[src/common/lsq_macros.svh]
`ifndef LSQ_MACROS_SVH
`define LSQ_MACROS_SVH

// Store queue entries
`define LSQ_STQ_DEPTH 4

// Load table entries
`define LSQ_LDQ_DEPTH 4

// Reorder buffer tag width
`define LSQ_TAG_W 4

// Word index into the scratchpad
`define LSQ_IDX_W 4

`define LSQ_DATA_W 32

// Destination register and immediate offset widths
`define LSQ_RD_W 5
`define LSQ_OFF_W 12

`endif

[src/common/lsq_pkg.sv]
`include "lsq_macros.svh"

package lsq_pkg;

  typedef logic [`LSQ_TAG_W-1:0]  tag_t;
  typedef logic [`LSQ_IDX_W-1:0]  idx_t;
  typedef logic [`LSQ_DATA_W-1:0] data_t;
  typedef logic [`LSQ_RD_W-1:0]   rd_t;

  // Load view of the payload word
  typedef struct packed {
    logic [`LSQ_DATA_W-`LSQ_RD_W-1:0] unused;
    rd_t                               rd;
  } ld_view_t;

  // Store data or load destination, picked by is_store
  typedef union packed {
    data_t    st_data;
    ld_view_t ld;
  } lsq_payload_u;

  typedef struct packed {
    logic                         is_store;
    tag_t                         tag;
    logic [`LSQ_DATA_W-1:0]       base;
    logic signed [`LSQ_OFF_W-1:0] offset;
    lsq_payload_u                 payload;
  } mem_op_t;

  typedef struct packed {
    tag_t  tag;
    idx_t  index;
    data_t data;
    logic  committed;
  } stq_entry_t;

  typedef struct packed {
    tag_t tag;
    idx_t index;
    rd_t  rd;
  } ldq_entry_t;

  typedef struct packed {
    idx_t  index;
    data_t data;
  } mem_wr_t;

  typedef struct packed {
    tag_t  tag;
    rd_t   rd;
    data_t data;
    logic  forwarded;
  } wb_pkt_t;

  typedef struct packed {
    logic  hit;
    data_t data;
  } fwd_resp_t;

  // Distance from the oldest in-flight instruction
  function automatic tag_t tag_age(input tag_t tag, input tag_t head);
    return tag - head;
  endfunction

endpackage

[src/lsq/lsq_dispatch.sv]
`timescale 1ns/1ps
`include "lsq_macros.svh"

module lsq_dispatch (
  input  logic                clk,
  input  logic                rst,
  input  lsq_pkg::mem_op_t    op,
  input  logic                op_valid,
  output logic                op_ready,
  output lsq_pkg::stq_entry_t stq_push,
  output logic                stq_push_valid,
  input  logic                stq_push_ready,
  output lsq_pkg::ldq_entry_t ldq_push,
  output logic                ldq_push_valid,
  input  logic                ldq_push_ready
);
  import lsq_pkg::*;

  logic                   out_valid;
  logic                   out_is_store;
  logic                   drain;
  logic                   accept;
  logic [`LSQ_DATA_W-1:0] eff_addr;
  idx_t                   word_idx;
  stq_entry_t             stq_reg;
  ldq_entry_t             ldq_reg;

  // Byte address from base plus sign-extended offset
  always_comb begin
    eff_addr = op.base
             + {{(`LSQ_DATA_W-`LSQ_OFF_W){op.offset[`LSQ_OFF_W-1]}}, op.offset};
    // Drop the byte offset within the word
    word_idx = eff_addr[`LSQ_IDX_W+1:2];
  end

  assign drain    = (stq_push_valid && stq_push_ready) || (ldq_push_valid && ldq_push_ready);
  assign op_ready = !out_valid || drain;
  assign accept   = op_valid && op_ready;

  // Output register occupancy
  always_ff @(posedge clk) begin
    if (rst) begin
      out_valid    <= 1'b0;
      out_is_store <= 1'b0;
    end else if (accept) begin
      out_valid    <= 1'b1;
      out_is_store <= op.is_store;
    end else if (drain) begin
      out_valid <= 1'b0;
    end
  end

  // Payload word decoded by op kind
  always_ff @(posedge clk) begin
    if (accept) begin
      if (op.is_store) begin
        stq_reg.tag       <= op.tag;
        stq_reg.index     <= word_idx;
        stq_reg.data      <= op.payload.st_data;
        stq_reg.committed <= 1'b0;
      end else begin
        ldq_reg.tag   <= op.tag;
        ldq_reg.index <= word_idx;
        ldq_reg.rd    <= op.payload.ld.rd;
      end
    end
  end

  // Only the queue matching the held op sees a valid
  assign stq_push       = stq_reg;
  assign stq_push_valid = out_valid && out_is_store;
  assign ldq_push       = ldq_reg;
  assign ldq_push_valid = out_valid && !out_is_store;

endmodule

[src/lsq/lsq_store_queue.sv]
`timescale 1ns/1ps
`include "lsq_macros.svh"

module lsq_store_queue (
  input  logic                clk,
  input  logic                rst,
  input  lsq_pkg::stq_entry_t stq_push,
  input  logic                stq_push_valid,
  output logic                stq_push_ready,
  input  logic                commit_valid,
  input  lsq_pkg::tag_t       rob_head,
  output lsq_pkg::mem_wr_t    mem_wr,
  output logic                mem_wr_valid,
  input  lsq_pkg::idx_t       fwd_index,
  input  lsq_pkg::tag_t       fwd_tag,
  output lsq_pkg::fwd_resp_t  fwd_resp
);
  import lsq_pkg::*;

  localparam int DEPTH = `LSQ_STQ_DEPTH;
  localparam int PTR_W = $clog2(DEPTH);

  stq_entry_t       entries [DEPTH];
  stq_entry_t       push_entry;
  logic [PTR_W-1:0] wr_ptr;
  logic [PTR_W-1:0] rd_ptr;
  logic [PTR_W-1:0] commit_ptr;
  logic [PTR_W:0]   count;
  logic             push;
  logic             pop;

  function automatic logic [PTR_W-1:0] ptr_inc(input logic [PTR_W-1:0] p);
    return (p == PTR_W'(DEPTH - 1)) ? '0 : p + 1'b1;
  endfunction

  assign stq_push_ready = (count != (PTR_W+1)'(DEPTH));
  assign push           = stq_push_valid && stq_push_ready;

  // Committed head goes to the scratchpad and leaves the queue
  assign mem_wr_valid = (count != '0) && entries[rd_ptr].committed;
  assign mem_wr.index = entries[rd_ptr].index;
  assign mem_wr.data  = entries[rd_ptr].data;
  assign pop          = mem_wr_valid;

  // If the head drains this cycle the commit belongs to the next entry
  assign commit_ptr = pop ? ptr_inc(rd_ptr) : rd_ptr;

  always_comb begin
    push_entry           = stq_push;
    push_entry.committed = 1'b0;
  end

  always_ff @(posedge clk) begin
    if (rst) begin
      wr_ptr <= '0;
      rd_ptr <= '0;
      count  <= '0;
    end else begin
      if (push) begin
        wr_ptr <= ptr_inc(wr_ptr);
      end
      if (pop) begin
        rd_ptr <= ptr_inc(rd_ptr);
      end
      case ({push, pop})
        2'b10:   count <= count + 1'b1;
        2'b01:   count <= count - 1'b1;
        default: count <= count;
      endcase
    end
  end

  always_ff @(posedge clk) begin
    if (push) begin
      entries[wr_ptr] <= push_entry;
    end
    if (commit_valid) begin
      entries[commit_ptr].committed <= 1'b1;
    end
  end

  // Walk from head to tail so the last match is the youngest
  // Committed entries are older than anything still in flight
  always_comb begin : fwd_search
    tag_t req_age;
    int   slot;
    logic older;
    req_age  = tag_age(fwd_tag, rob_head);
    fwd_resp = '0;
    for (int k = 0; k < DEPTH; k++) begin
      slot  = (int'(rd_ptr) + k) % DEPTH;
      older = entries[slot].committed || (tag_age(entries[slot].tag, rob_head) < req_age);
      if ((k < int'(count)) && (entries[slot].index == fwd_index) && older) begin
        fwd_resp.hit  = 1'b1;
        fwd_resp.data = entries[slot].data;
      end
    end
  end

endmodule

[src/lsq/lsq_load_unit.sv]
`timescale 1ns/1ps
`include "lsq_macros.svh"

module lsq_load_unit (
  input  logic                clk,
  input  logic                rst,
  input  lsq_pkg::ldq_entry_t ldq_push,
  input  logic                ldq_push_valid,
  output logic                ldq_push_ready,
  input  lsq_pkg::tag_t       rob_head,
  output lsq_pkg::idx_t       fwd_index,
  output lsq_pkg::tag_t       fwd_tag,
  input  lsq_pkg::fwd_resp_t  fwd_resp,
  output lsq_pkg::idx_t       rd_index,
  output logic                rd_valid,
  input  logic                rd_gnt,
  input  lsq_pkg::data_t      rd_data,
  output lsq_pkg::wb_pkt_t    wb,
  output logic                wb_valid,
  input  logic                wb_ready
);
  import lsq_pkg::*;

  localparam int DEPTH  = `LSQ_LDQ_DEPTH;
  localparam int SLOT_W = $clog2(DEPTH);

  ldq_entry_t        entries [DEPTH];
  logic [DEPTH-1:0]  valid;
  logic [SLOT_W-1:0] sel_slot;
  logic [SLOT_W-1:0] free_slot;
  logic              any_valid;
  logic              has_free;
  logic              push;
  logic              wb_space;
  logic              sel_en;
  logic              fwd_take;
  logic              rd_fire;
  logic              retire;
  logic              pend_valid;
  tag_t              pend_tag;
  rd_t               pend_rd;

  // Oldest valid entry by distance from rob_head
  always_comb begin : pick_oldest
    tag_t best_age;
    sel_slot  = '0;
    any_valid = 1'b0;
    best_age  = '1;
    for (int i = 0; i < DEPTH; i++) begin
      if (valid[i] && (!any_valid || tag_age(entries[i].tag, rob_head) < best_age)) begin
        sel_slot  = SLOT_W'(i);
        best_age  = tag_age(entries[i].tag, rob_head);
        any_valid = 1'b1;
      end
    end
  end

  // Lowest free slot takes the next push
  always_comb begin : pick_free
    free_slot = '0;
    has_free  = 1'b0;
    for (int i = DEPTH - 1; i >= 0; i--) begin
      if (!valid[i]) begin
        free_slot = SLOT_W'(i);
        has_free  = 1'b1;
      end
    end
  end

  assign ldq_push_ready = has_free;
  assign push           = ldq_push_valid && has_free;

  // No selection while a read is in flight or the result is stuck
  assign wb_space = !wb_valid || wb_ready;
  assign sel_en   = any_valid && !pend_valid && wb_space;

  assign fwd_index = entries[sel_slot].index;
  assign fwd_tag   = entries[sel_slot].tag;
  assign fwd_take  = sel_en && fwd_resp.hit;

  // Memory path when no older store matches
  assign rd_valid = sel_en && !fwd_resp.hit;
  assign rd_index = entries[sel_slot].index;
  assign rd_fire  = rd_valid && rd_gnt;
  assign retire   = fwd_take || rd_fire;

  always_ff @(posedge clk) begin
    if (rst) begin
      valid <= '0;
    end else begin
      if (retire) begin
        valid[sel_slot] <= 1'b0;
      end
      if (push) begin
        valid[free_slot] <= 1'b1;
      end
    end
  end

  always_ff @(posedge clk) begin
    if (push) begin
      entries[free_slot] <= ldq_push;
    end
  end

  // Granted read waits one cycle for the scratchpad data
  always_ff @(posedge clk) begin
    if (rst) begin
      pend_valid <= 1'b0;
    end else begin
      pend_valid <= rd_fire;
    end
  end

  always_ff @(posedge clk) begin
    if (rd_fire) begin
      pend_tag <= entries[sel_slot].tag;
      pend_rd  <= entries[sel_slot].rd;
    end
  end

  always_ff @(posedge clk) begin
    if (rst) begin
      wb_valid <= 1'b0;
    end else if (fwd_take || pend_valid) begin
      wb_valid <= 1'b1;
    end else if (wb_ready) begin
      wb_valid <= 1'b0;
    end
  end

  // Selection is blocked during pend_valid so the two never collide
  always_ff @(posedge clk) begin
    if (fwd_take) begin
      wb.tag       <= entries[sel_slot].tag;
      wb.rd        <= entries[sel_slot].rd;
      wb.data      <= fwd_resp.data;
      wb.forwarded <= 1'b1;
    end else if (pend_valid) begin
      wb.tag       <= pend_tag;
      wb.rd        <= pend_rd;
      wb.data      <= rd_data;
      wb.forwarded <= 1'b0;
    end
  end

endmodule

[src/verilog/lsq_data_mem.sv]
`timescale 1ns/1ps
`include "lsq_macros.svh"

module lsq_data_mem (
  input  logic             clk,
  input  logic             rst,
  input  lsq_pkg::mem_wr_t mem_wr,
  input  logic             mem_wr_valid,
  input  lsq_pkg::idx_t    rd_index,
  input  logic             rd_valid,
  output logic             rd_gnt,
  output lsq_pkg::data_t   rd_data
);
  import lsq_pkg::*;

  localparam int WORDS = 1 << `LSQ_IDX_W;

  data_t mem [WORDS];

  // Single port, the store drain always wins
  assign rd_gnt = rd_valid && !mem_wr_valid;

  always_ff @(posedge clk) begin
    if (rst) begin
      for (int i = 0; i < WORDS; i++) begin
        mem[i] <= '0;
      end
    end else if (mem_wr_valid) begin
      mem[mem_wr.index] <= mem_wr.data;
    end
  end

  // Data valid the cycle after grant
  always_ff @(posedge clk) begin
    if (rd_gnt) begin
      rd_data <= mem[rd_index];
    end
  end

endmodule

[src/verilog/lsq_top.sv]
`timescale 1ns/1ps

module lsq_top (
  input  logic             clk,
  input  logic             rst,
  input  lsq_pkg::mem_op_t op,
  input  logic             op_valid,
  output logic             op_ready,
  input  logic             commit_valid,
  input  lsq_pkg::tag_t    rob_head,
  output lsq_pkg::wb_pkt_t wb,
  output logic             wb_valid,
  input  logic             wb_ready
);
  import lsq_pkg::*;

  // Dispatch to queues
  stq_entry_t stq_push;
  logic       stq_push_valid;
  logic       stq_push_ready;
  ldq_entry_t ldq_push;
  logic       ldq_push_valid;
  logic       ldq_push_ready;

  // Store drain and forwarding
  mem_wr_t    mem_wr;
  logic       mem_wr_valid;
  idx_t       fwd_index;
  tag_t       fwd_tag;
  fwd_resp_t  fwd_resp;

  // Load read port
  idx_t       rd_index;
  logic       rd_valid;
  logic       rd_gnt;
  data_t      rd_data;

  lsq_dispatch dispatch_i (
    .clk            (clk),
    .rst            (rst),
    .op             (op),
    .op_valid       (op_valid),
    .op_ready       (op_ready),
    .stq_push       (stq_push),
    .stq_push_valid (stq_push_valid),
    .stq_push_ready (stq_push_ready),
    .ldq_push       (ldq_push),
    .ldq_push_valid (ldq_push_valid),
    .ldq_push_ready (ldq_push_ready)
  );

  lsq_store_queue stq_i (
    .clk            (clk),
    .rst            (rst),
    .stq_push       (stq_push),
    .stq_push_valid (stq_push_valid),
    .stq_push_ready (stq_push_ready),
    .commit_valid   (commit_valid),
    .rob_head       (rob_head),
    .mem_wr         (mem_wr),
    .mem_wr_valid   (mem_wr_valid),
    .fwd_index      (fwd_index),
    .fwd_tag        (fwd_tag),
    .fwd_resp       (fwd_resp)
  );

  lsq_load_unit ldu_i (
    .clk            (clk),
    .rst            (rst),
    .ldq_push       (ldq_push),
    .ldq_push_valid (ldq_push_valid),
    .ldq_push_ready (ldq_push_ready),
    .rob_head       (rob_head),
    .fwd_index      (fwd_index),
    .fwd_tag        (fwd_tag),
    .fwd_resp       (fwd_resp),
    .rd_index       (rd_index),
    .rd_valid       (rd_valid),
    .rd_gnt         (rd_gnt),
    .rd_data        (rd_data),
    .wb             (wb),
    .wb_valid       (wb_valid),
    .wb_ready       (wb_ready)
  );

  lsq_data_mem mem_i (
    .clk          (clk),
    .rst          (rst),
    .mem_wr       (mem_wr),
    .mem_wr_valid (mem_wr_valid),
    .rd_index     (rd_index),
    .rd_valid     (rd_valid),
    .rd_gnt       (rd_gnt),
    .rd_data      (rd_data)
  );

endmodule

[config.mk]
export PLATFORM = sky130hd
export DESIGN_NAME = lsq_top
export DESIGN_NICKNAME = d
export VERILOG_FILES = /design/src/common/lsq_pkg.sv /design/src/lsq/lsq_dispatch.sv /design/src/lsq/lsq_store_queue.sv /design/src/lsq/lsq_load_unit.sv /design/src/verilog/lsq_data_mem.sv /design/src/verilog/lsq_top.sv
export VERILOG_INCLUDE_DIRS = /design/src /design/src/common
export SDC_FILE = /design/constraint.sdc
export NUM_CORES = 1
export LEC_CHECK = 0
export CORE_ASPECT_RATIO = 0.5
export CORE_UTILIZATION = 40
export DETAILED_ROUTE_END_ITERATION = 12
export DONT_BUFFER_PORTS = 1
export GPL_TIMING_DRIVEN = 0
export SLEW_MARGIN = 20
export SYNTH_ARGS = -nofsm -noshare
export SYNTH_HDL_FRONTEND = slang
export SYNTH_SLANG_ARGS = --single-unit
[constraint.sdc]
create_clock -name clk -period 16.3 [get_ports clk]
set_input_delay 2.445 -clock clk [delete_from_list [all_inputs] [get_ports clk]]
set_output_delay 2.445 -clock clk [all_outputs]
set_load 0.01 [all_outputs]
# Yosys cells after proc, flatten, opt, wreduce, memory -nomap -nowiden
# Memories as Yosys holds them, arrays and structs flattened. A register that Yosys moved wholly into a read port is not among the register bits.
# Cells that the tools add are included.
[word_totals] reg_bits=119 latchBits=0 ramBits=728 romBits=0 mem_count=3
[classes] n_addsub=17 mul=0 div_mod_pow=0 n_lt_le_gt_ge=15 eq_ne=9 shift=0 n_mux=55 bitwise=4 n_reduce_logical=54
[mem_list] memory="mem_i.mem" depth=16 word_bits=32 read_ports=1 rd_ports_with_merged_regs=1 wr=16 line_no="lsq_data_mem.sv:18" source="data_t mem [WORDS];"
[mem_list] memory="stq_i.entries" depth=4 word_bits=41 read_ports=5 rd_ports_with_merged_regs=2 wr=2 line_no="lsq_store_queue.sv:23" source="stq_entry_t entries [DEPTH];"
[mem_list] memory="ldu_i.entries" depth=4 word_bits=13 read_ports=5 rd_ports_with_merged_regs=0 wr=1 line_no="lsq_load_unit.sv:27" source="ldq_entry_t entries [DEPTH];"
[ops] cell="two-way mux 33 bit" n=4
[ops] cell="two-way mux 42 bit" n=2
[ops] cell="subtractor 4 bit" n=9
[ops] cell="two-way mux 32 bit" n=1
[ops] cell="OR reduction 32 bit" n=1
[ops] cell="less-than comparator 4 bit" n=7
[ops] cell="two-way mux 4 bit" n=7
[ops] cell="two-way mux 1 bit" n=27
[ops] cell="logical AND 1 bit" n=25
[ops] cell="two-way mux 2 bit" n=11
[ops] cell="equality test 4 bit" n=4
[ops] cell="logical OR 1 bit" n=12
[ops] cell="logical NOT 1 bit" n=9
[ops] cell="nonzero test 2 bit" n=4
[ops] cell="adder 2 x 1 -> 2 bit, second input constant" n=3
[ops] cell="adder 6 bit" n=1
[ops] cell="equality test 2 bit, second input constant" n=3
[ops] cell="less-than comparator 1 x 3 -> 1 bit, first input constant" n=2
[ops] cell="less-than comparator 2 x 3 -> 1 bit, first input constant" n=2
[ops] cell="less-than comparator 2 x 3 -> 1 bit, second input constant" n=2
[ops] cell="case mux 3 bit (2 select lines)" n=1
[ops] cell="adder 2 bit, second input constant" n=2
[ops] cell="AND 4 bit" n=1
[ops] cell="demux 1 bit (select 2 bit)" n=2
[ops] cell="10 further kinds" n=12

# Longest topological paths before layout
# An unclocked memory read counts as a cell.
[logic_depth] ltp_word=33 depth_mapped=48 mapped_depth_nobuf=41

# Cells and area by module
# Synthesis repeated with hierarchy kept, for this count alone.
[unflattened] cells_unflattened=2687 hier_area_um2=42589.6
[by_module_without_submodules] module="lsq_data_mem" instances=1 cells_per_inst=1449 area_per_inst_um2=23849.1 seq_area_each_um2=16335.7
[by_module_without_submodules] module="lsq_store_queue" instances=1 cells_per_inst=757 area_per_inst_um2=11553.6 seq_area_each_um2=5024.8
[by_module_without_submodules] module="lsq_load_unit" instances=1 cells_per_inst=391 area_per_inst_um2=5316.3 seq_area_each_um2=3203.1
[by_module_without_submodules] module="lsq_dispatch" instances=1 cells_per_inst=90 area_per_inst_um2=1870.5 seq_area_each_um2=1631.6

# Least setup slack after synthesis
# Ideal clock, no wire load.
[synth_timing] path_kind="in2reg" startpoint="input rob_head[1]" endpoint="register ldu_i.pend_rd[0] (read register of ldu_i.entries), enable pin" setup_time_ps=490 arrival_ps=14123 t_required_ps=15810 path_slack_ps=1687 path_stages=46 n_path_buf=8 cell_sequence="inv_1 > ha_1 > a21o_1 > a21oi_1 > xnor2_1 > and2_1 > ha_1 > o211ai_1 > o211ai_1 > nand2_1 > clkbuf_1 > nor2_1 > a21oi_1 > ha_1 > and2_1 > or3_1 > o41a_1 > buf_2 > [10 not listed] > buf_1 > o211ai_1 > nand2_1 > ha_1 > a21o_1 > a21oi_1 > xnor2_1 > xnor2_1 > ha_1 > nor2_1 > nor2_1 > a221o_1 > a211oi_2 > nand4_1 > nand2_2 > or2_1 > buf_2 > nor3_1"
[synth_via] elab_chain_cells=27 word_cells_on_any_way=60 classes_between="add/sub: 9; order compare: 7; eq/ne: 4; mux: 13; reduce/logical: 26; memory: 1"
[synth_rtl] item="start: declaration" line_no="lsq_top.sv:10" source="input lsq_pkg::tag_t rob_head,"
[synth_rtl] item="subtractor 4 bit"
[synth_rtl] item="two-way mux 4 bit" line_no="lsq_load_unit.sv:50" source="if (valid[i] && (!any_valid || tag_age(entries[i].tag, rob_head) < best_age)) begin"
[synth_rtl] item="less-than comparator 4 bit" line_no="lsq_load_unit.sv:50"
[synth_rtl] item="logical OR 1 bit" line_no="lsq_load_unit.sv:50"
[synth_rtl] item="logical AND 1 bit" line_no="lsq_load_unit.sv:50"
[synth_rtl] item="two-way mux 4 bit / two-way mux 1 bit (equally long branches)" line_no="lsq_load_unit.sv:50"
[synth_rtl] item="less-than comparator 4 bit / logical NOT 1 bit (equally long branches)" line_no="lsq_load_unit.sv:50"
[synth_rtl] item="logical OR 1 bit" line_no="lsq_load_unit.sv:50"
[synth_rtl] item="[7 not listed]"
[synth_rtl] item="net fwd_tag[1]" line_no="lsq_top.sv:29" source="tag_t fwd_tag;"
[synth_rtl] item="[3 not listed]"
[synth_rtl] item="logical AND 1 bit" line_no="lsq_store_queue.sv:93" source="if ((k < int'(count)) && (entries[slot].index == fwd_index) && older) begin"
[synth_rtl] item="two-way mux 33 bit (3 in series)" line_no="lsq_store_queue.sv:93"
[synth_rtl] item="two-way mux 33 bit (*)" line_no="lsq_store_queue.sv:93"
[synth_rtl] item="logical NOT 1 bit (*)" line_no="lsq_load_unit.sv:82" source="assign rd_valid = sel_en && !fwd_resp.hit;"
[synth_rtl] item="logical AND 1 bit (*)" line_no="lsq_load_unit.sv:82"
[synth_rtl] item="logical AND 1 bit" line_no="lsq_data_mem.sv:21" source="assign rd_gnt = rd_valid && !mem_wr_valid;"
[synth_rtl] item="logical AND 1 bit (*)" line_no="lsq_load_unit.sv:84" source="assign rd_fire = rd_valid && rd_gnt;"
[synth_rtl] item="net ldu_i.rd_fire" line_no="lsq_load_unit.sv:37" source="logic rd_fire;"
[synth_rtl] item="end: declaration" line_no="lsq_load_unit.sv:41" source="rd_t pend_rd;"
# Mark *: on every way through the listed nets, which the timed path passes. The rest lies on a longest branch.
# A chain may end at the register's enable or synchronous reset.

# Worst setup path in the final report
[layout_timing] startpoint="input rob_head[1]" endpoint="register ldu_i.wb[19] (netlist name)"
[layout_via] elab_chain_cells=25 word_cells_on_any_way=58 classes_between="add/sub: 9; order compare: 7; eq/ne: 4; mux: 13; reduce/logical: 24; memory: 1"
[layout_rtl] item="subtractor 4 bit"
[layout_rtl] item="two-way mux 4 bit" line_no="lsq_load_unit.sv:50"
[layout_rtl] item="less-than comparator 4 bit" line_no="lsq_load_unit.sv:50"
[layout_rtl] item="logical OR 1 bit" line_no="lsq_load_unit.sv:50"
[layout_rtl] item="logical AND 1 bit" line_no="lsq_load_unit.sv:50"
[layout_rtl] item="two-way mux 4 bit / two-way mux 1 bit (equally long branches)" line_no="lsq_load_unit.sv:50"
[layout_rtl] item="less-than comparator 4 bit / logical NOT 1 bit (equally long branches)" line_no="lsq_load_unit.sv:50"
[layout_rtl] item="logical OR 1 bit" line_no="lsq_load_unit.sv:50"
[layout_rtl] item="[7 not listed]"
[layout_rtl] item="net fwd_tag[1]" line_no="lsq_top.sv:29"
[layout_rtl] item="subtractor 4 bit (*)" line_no="lsq_pkg.sv:62" source="return tag - head;"
[layout_rtl] item="less-than comparator 4 bit" line_no="lsq_store_queue.sv:92" source="older = entries[slot].committed || (tag_age(entries[slot].tag, rob_head) < req_age);"
[layout_rtl] item="logical OR 1 bit" line_no="lsq_store_queue.sv:92"
[layout_rtl] item="logical AND 1 bit" line_no="lsq_store_queue.sv:93"
[layout_rtl] item="two-way mux 33 bit (3 in series)" line_no="lsq_store_queue.sv:93"
[layout_rtl] item="two-way mux 33 bit (*)" line_no="lsq_store_queue.sv:93"
[layout_rtl] item="logical AND 1 bit (*)" line_no="lsq_load_unit.sv:79" source="assign fwd_take = sel_en && fwd_resp.hit;"
[layout_rtl] item="nonzero test 2 bit (no line) (*)"
# Marks and branches as above.

==> impl_metrics.env <==
export IMPL_rsz0062_at_grt="false"
export IMPL_p_per_area_nw_per_um2=141
export IMPL_cts_setup_buffers=0
export IMPL_ys_seq_area_share_pct=61.2
export IMPL_start_kind="input pin"
export IMPL_first_pass_iters=6
export IMPL_worstSkewPairLatency_ns=0.72
export IMPL_ff_latch_area_um2=26200
export IMPL_yosys_most_used_dff="edfxtp_1"
export IMPL_final_cell_mix="edfxtp_1, nor2_1, nand2_1, clkbuf_1, a211oi_1"
export IMPL_power_frac_comb_pct=28.6
export IMPL_grt_pass1_vias=27900
export IMPL_drtIter0Drc=3174
export IMPL_io_pins=134
export IMPL_postSynth_asyncResetShare_pct=0
export IMPL_core_area_um2=106000
export IMPL_io_buffers=0
export IMPL_cts_root_buffer="clkbuf_16"
export IMPL_power_leakage_nw=16.6
export IMPL_ys_warn_count=0
export IMPL_wire_per_inst_um=24.2
export IMPL_crit_required_ns=16.71
export IMPL_r2r_cells=43
export IMPL_grt_usage_pct=22.4
export IMPL_clk_pin_slew_ns=0.06
export IMPL_synth_area_per_cell_um2=12.4
export IMPL_utilization_pct=45.6
export IMPL_mostFrequentLayoutCell="edfxtp_1"
export IMPL_grt_first_pass_wirelength_um=180000
export IMPL_post_dp_cell_area_um2=45200
export IMPL_drive_above_1_share_pct=12.7
export IMPL_p_seq_share_pct=40.7
export IMPL_cp_arrival_ns=15.64
export IMPL_die_area_um2=108000
export IMPL_synth_area_um2=42800
export IMPL_synth_edf_count=859
export IMPL_maxSlewHeadroom_pct=19.2
export IMPL_synthToLayoutAreaGrowth_pct=12.4
export IMPL_tightestPinTransition_ns=1.20
export IMPL_postSynthCellCount=3457
export IMPL_h_tree_depth=3
export IMPL_switching_share_pct=33.2
export IMPL_cp_max_fo=22
export IMPL_slew_viol_final=0
export IMPL_p_switching_mw=2.24
export IMPL_cts_hold_buf=0
export IMPL_min_period_over_period_pct=93.4
export IMPL_clockBufferDepth=3
export IMPL_syn_nets=3614
export IMPL_setup_viol=0
export IMPL_intPower_mw=4.52
export IMPL_cts_resized=0
export IMPL_dpl_hpwl_um=91900
export IMPL_layout_setup_ws_ns=1.07
export IMPL_grt_start_max_net_pins=41
export IMPL_maxCapViolCount=0
export IMPL_row_count=84
export IMPL_min_path_type="reg -> reg"
export IMPL_hold_slack_ns=0.493
export IMPL_cpMaxStageDelayCell="nor3_1"
export IMPL_period_needed_ns=15.23
export IMPL_gp_congestion=0.947
export IMPL_start_util_pct=40.5
export IMPL_fin_area_um2=48100
export IMPL_endpoint_kind="flop"
export IMPL_die_h_um=233
export IMPL_synth_seq_cells=879
export IMPL_cpPeakStageDelay_ns=0.86
export IMPL_multi_input_area_um2=15300
export IMPL_hold_depth=0
export IMPL_place_ws_ns=0.331
export IMPL_status="finished, final reports clean"
export IMPL_clock_sinks=879
export IMPL_finalHoldViolCount=0
export IMPL_worst_setup_path_type="in -> reg"
export IMPL_grt_overflow_total=0
export IMPL_crit_top_cell="ha_1"
export IMPL_wl_um=122000
export IMPL_irDropWorstVdd_v=0.0000888
export IMPL_fmax_mhz=65.7
export IMPL_clkPwrFrac_pct=30.7
export IMPL_via_count=28800
export IMPL_synthDistinctLibCells=82
export IMPL_final_antenna_net_count=0
export IMPL_drc=0
export IMPL_fin_nets=3728
export IMPL_fillCellCount=9432
export IMPL_cts_buffers=86
export IMPL_antenna_found_initial=2
export IMPL_cts_tree="built"
export IMPL_finalClockSkew_ns=0.0555
export IMPL_vias_per_cell=5.68
export IMPL_die_w_um=465
[Yosys cell counts (11+ instances only)]
library cell	number	area (µm²)
a211oi_1	198	1490
a21o_1	14	105
a21oi_1	103	515
a311oi_1	69	604
a31oi_1	69	432
and2_1	132	826
buf_1	23	86.3
buf_2	47	235
clkbuf_1	200	751
dfxtp_1	20	400
edfxtp_1	859	25800
ha_1	58	726
inv_1	80	300
mux2_2	38	428
mux2i_1	42	420
mux4_2	127	2860
nand2_1	391	1470
nand2b_1	27	169
nand3_1	19	95.1
nor2_1	594	2230
nor2b_1	39	244
nor3_1	44	220
o211ai_1	12	90.1
o21ai_0	26	130
o21ai_1	35	175
o41ai_2	32	521
xnor2_1	31	272
xor2_1	11	96.3
[critical path: cells and delay by family]
kind	cells	cell delay [ns]
simple gates	9	3.66
buf+inv	10	3.64
compound gates	16	3.43
fa+ha+maj	6	1.95
xor+xnor	3	0.45
[registers in the layout (all words and copies together), names as in the netlist, 2 cells and up]
name                 count
mem_i.mem              512
stq_i.entries          164
ldu_i.entries           52
ldu_i.wb                42
dispatch_i.stq_push     40
mem_i.rd_data           32
dispatch_i.ldq_push     13
ldu_i.pend_rd            5
ldu_i.pend_tag           4
ldu_i.valid              4
stq_i.count              3
stq_i.rd_ptr             2
stq_i.wr_ptr             2
[path summary, 6_finish.rpt]
check	startpoint	to	slack, ns
setup / recovery	rob_head[1]	ldu_i.wb[19]$_DFFE_PP_	1.07
hold / removal	dispatch_i.stq_push[15]$_DFFE_PP_	stq_i.entries[3][15]$_DFFE_PP_	0.49
setup reg to reg	ldu_i.entries[0][10]$_DFFE_PP_	ldu_i.wb[16]$_DFFE_PP_	3.14
hold reg to reg	dispatch_i.stq_push[15]$_DFFE_PP_	stq_i.entries[3][15]$_DFFE_PP_	0.49
[power groups by stage]
stage	Combinational (mW)	Clock (mW)	Sequential, mW
floorplan	1.28	0	2.78
global placement	1.85	0	2.80
detailed placement	1.91	0	2.80
CTS	1.92	2.10	2.75
global route	2.07	2.18	2.77
finish	1.94	2.08	2.75
[per-layer routing]
metal	routed length [µm]	part of all wire, %	track usage (%)	up-vias
met5	11	0.0090	0	-
met4	3640	3.0	7.44	2
met3	9280	7.6	4.30	194
met2	56800	46	36.2	1141
met1	52600	43	30.4	14400
li1	-	-	-	13100
[kinds of logic (layout without fill, tap and decap cells)]
kind of cell,after synthesis,in the layout,synth area share [%]
AOI/OAI and AO/OA,619,619,10.9
xor gates and xnor gates,42,42,0.859
adders and majority gates,68,68,2.14
buffers and inverters,360,544,3.40
DFF,879,879,61.2
muxes,207,207,8.66
other,0,2,0
and+or+nand+nor,1282,1282,12.9
[metrics by stage]
| step | cells | setup TNS [ns] | total power, mW |
|---|---|---|---|
| global route | 5060 | 0 | 7.02 |
| floorplan | 3457 | 0 | 4.06 |
| global placement | 4876 | -138.38 | 4.65 |
| detailed placement | 4902 | 0 | 4.71 |
| finish | 5062 | 0 | 6.76 |
| CTS | 5060 | 0 | 6.77 |
[layout make-up]
cell class,count,area share (%)
flip-flops and latches,879,54.4
multi-input cells,2218,31.7
clock buffers,97,4.67
well taps,1419,3.69
plain buffers,279,2.40
clock inverters,61,1.36
repair buffers,26,1.13
inverters,81,0.637
diodes,2,0.0104
No activity file was read; power rests on OpenSTA's default activity.
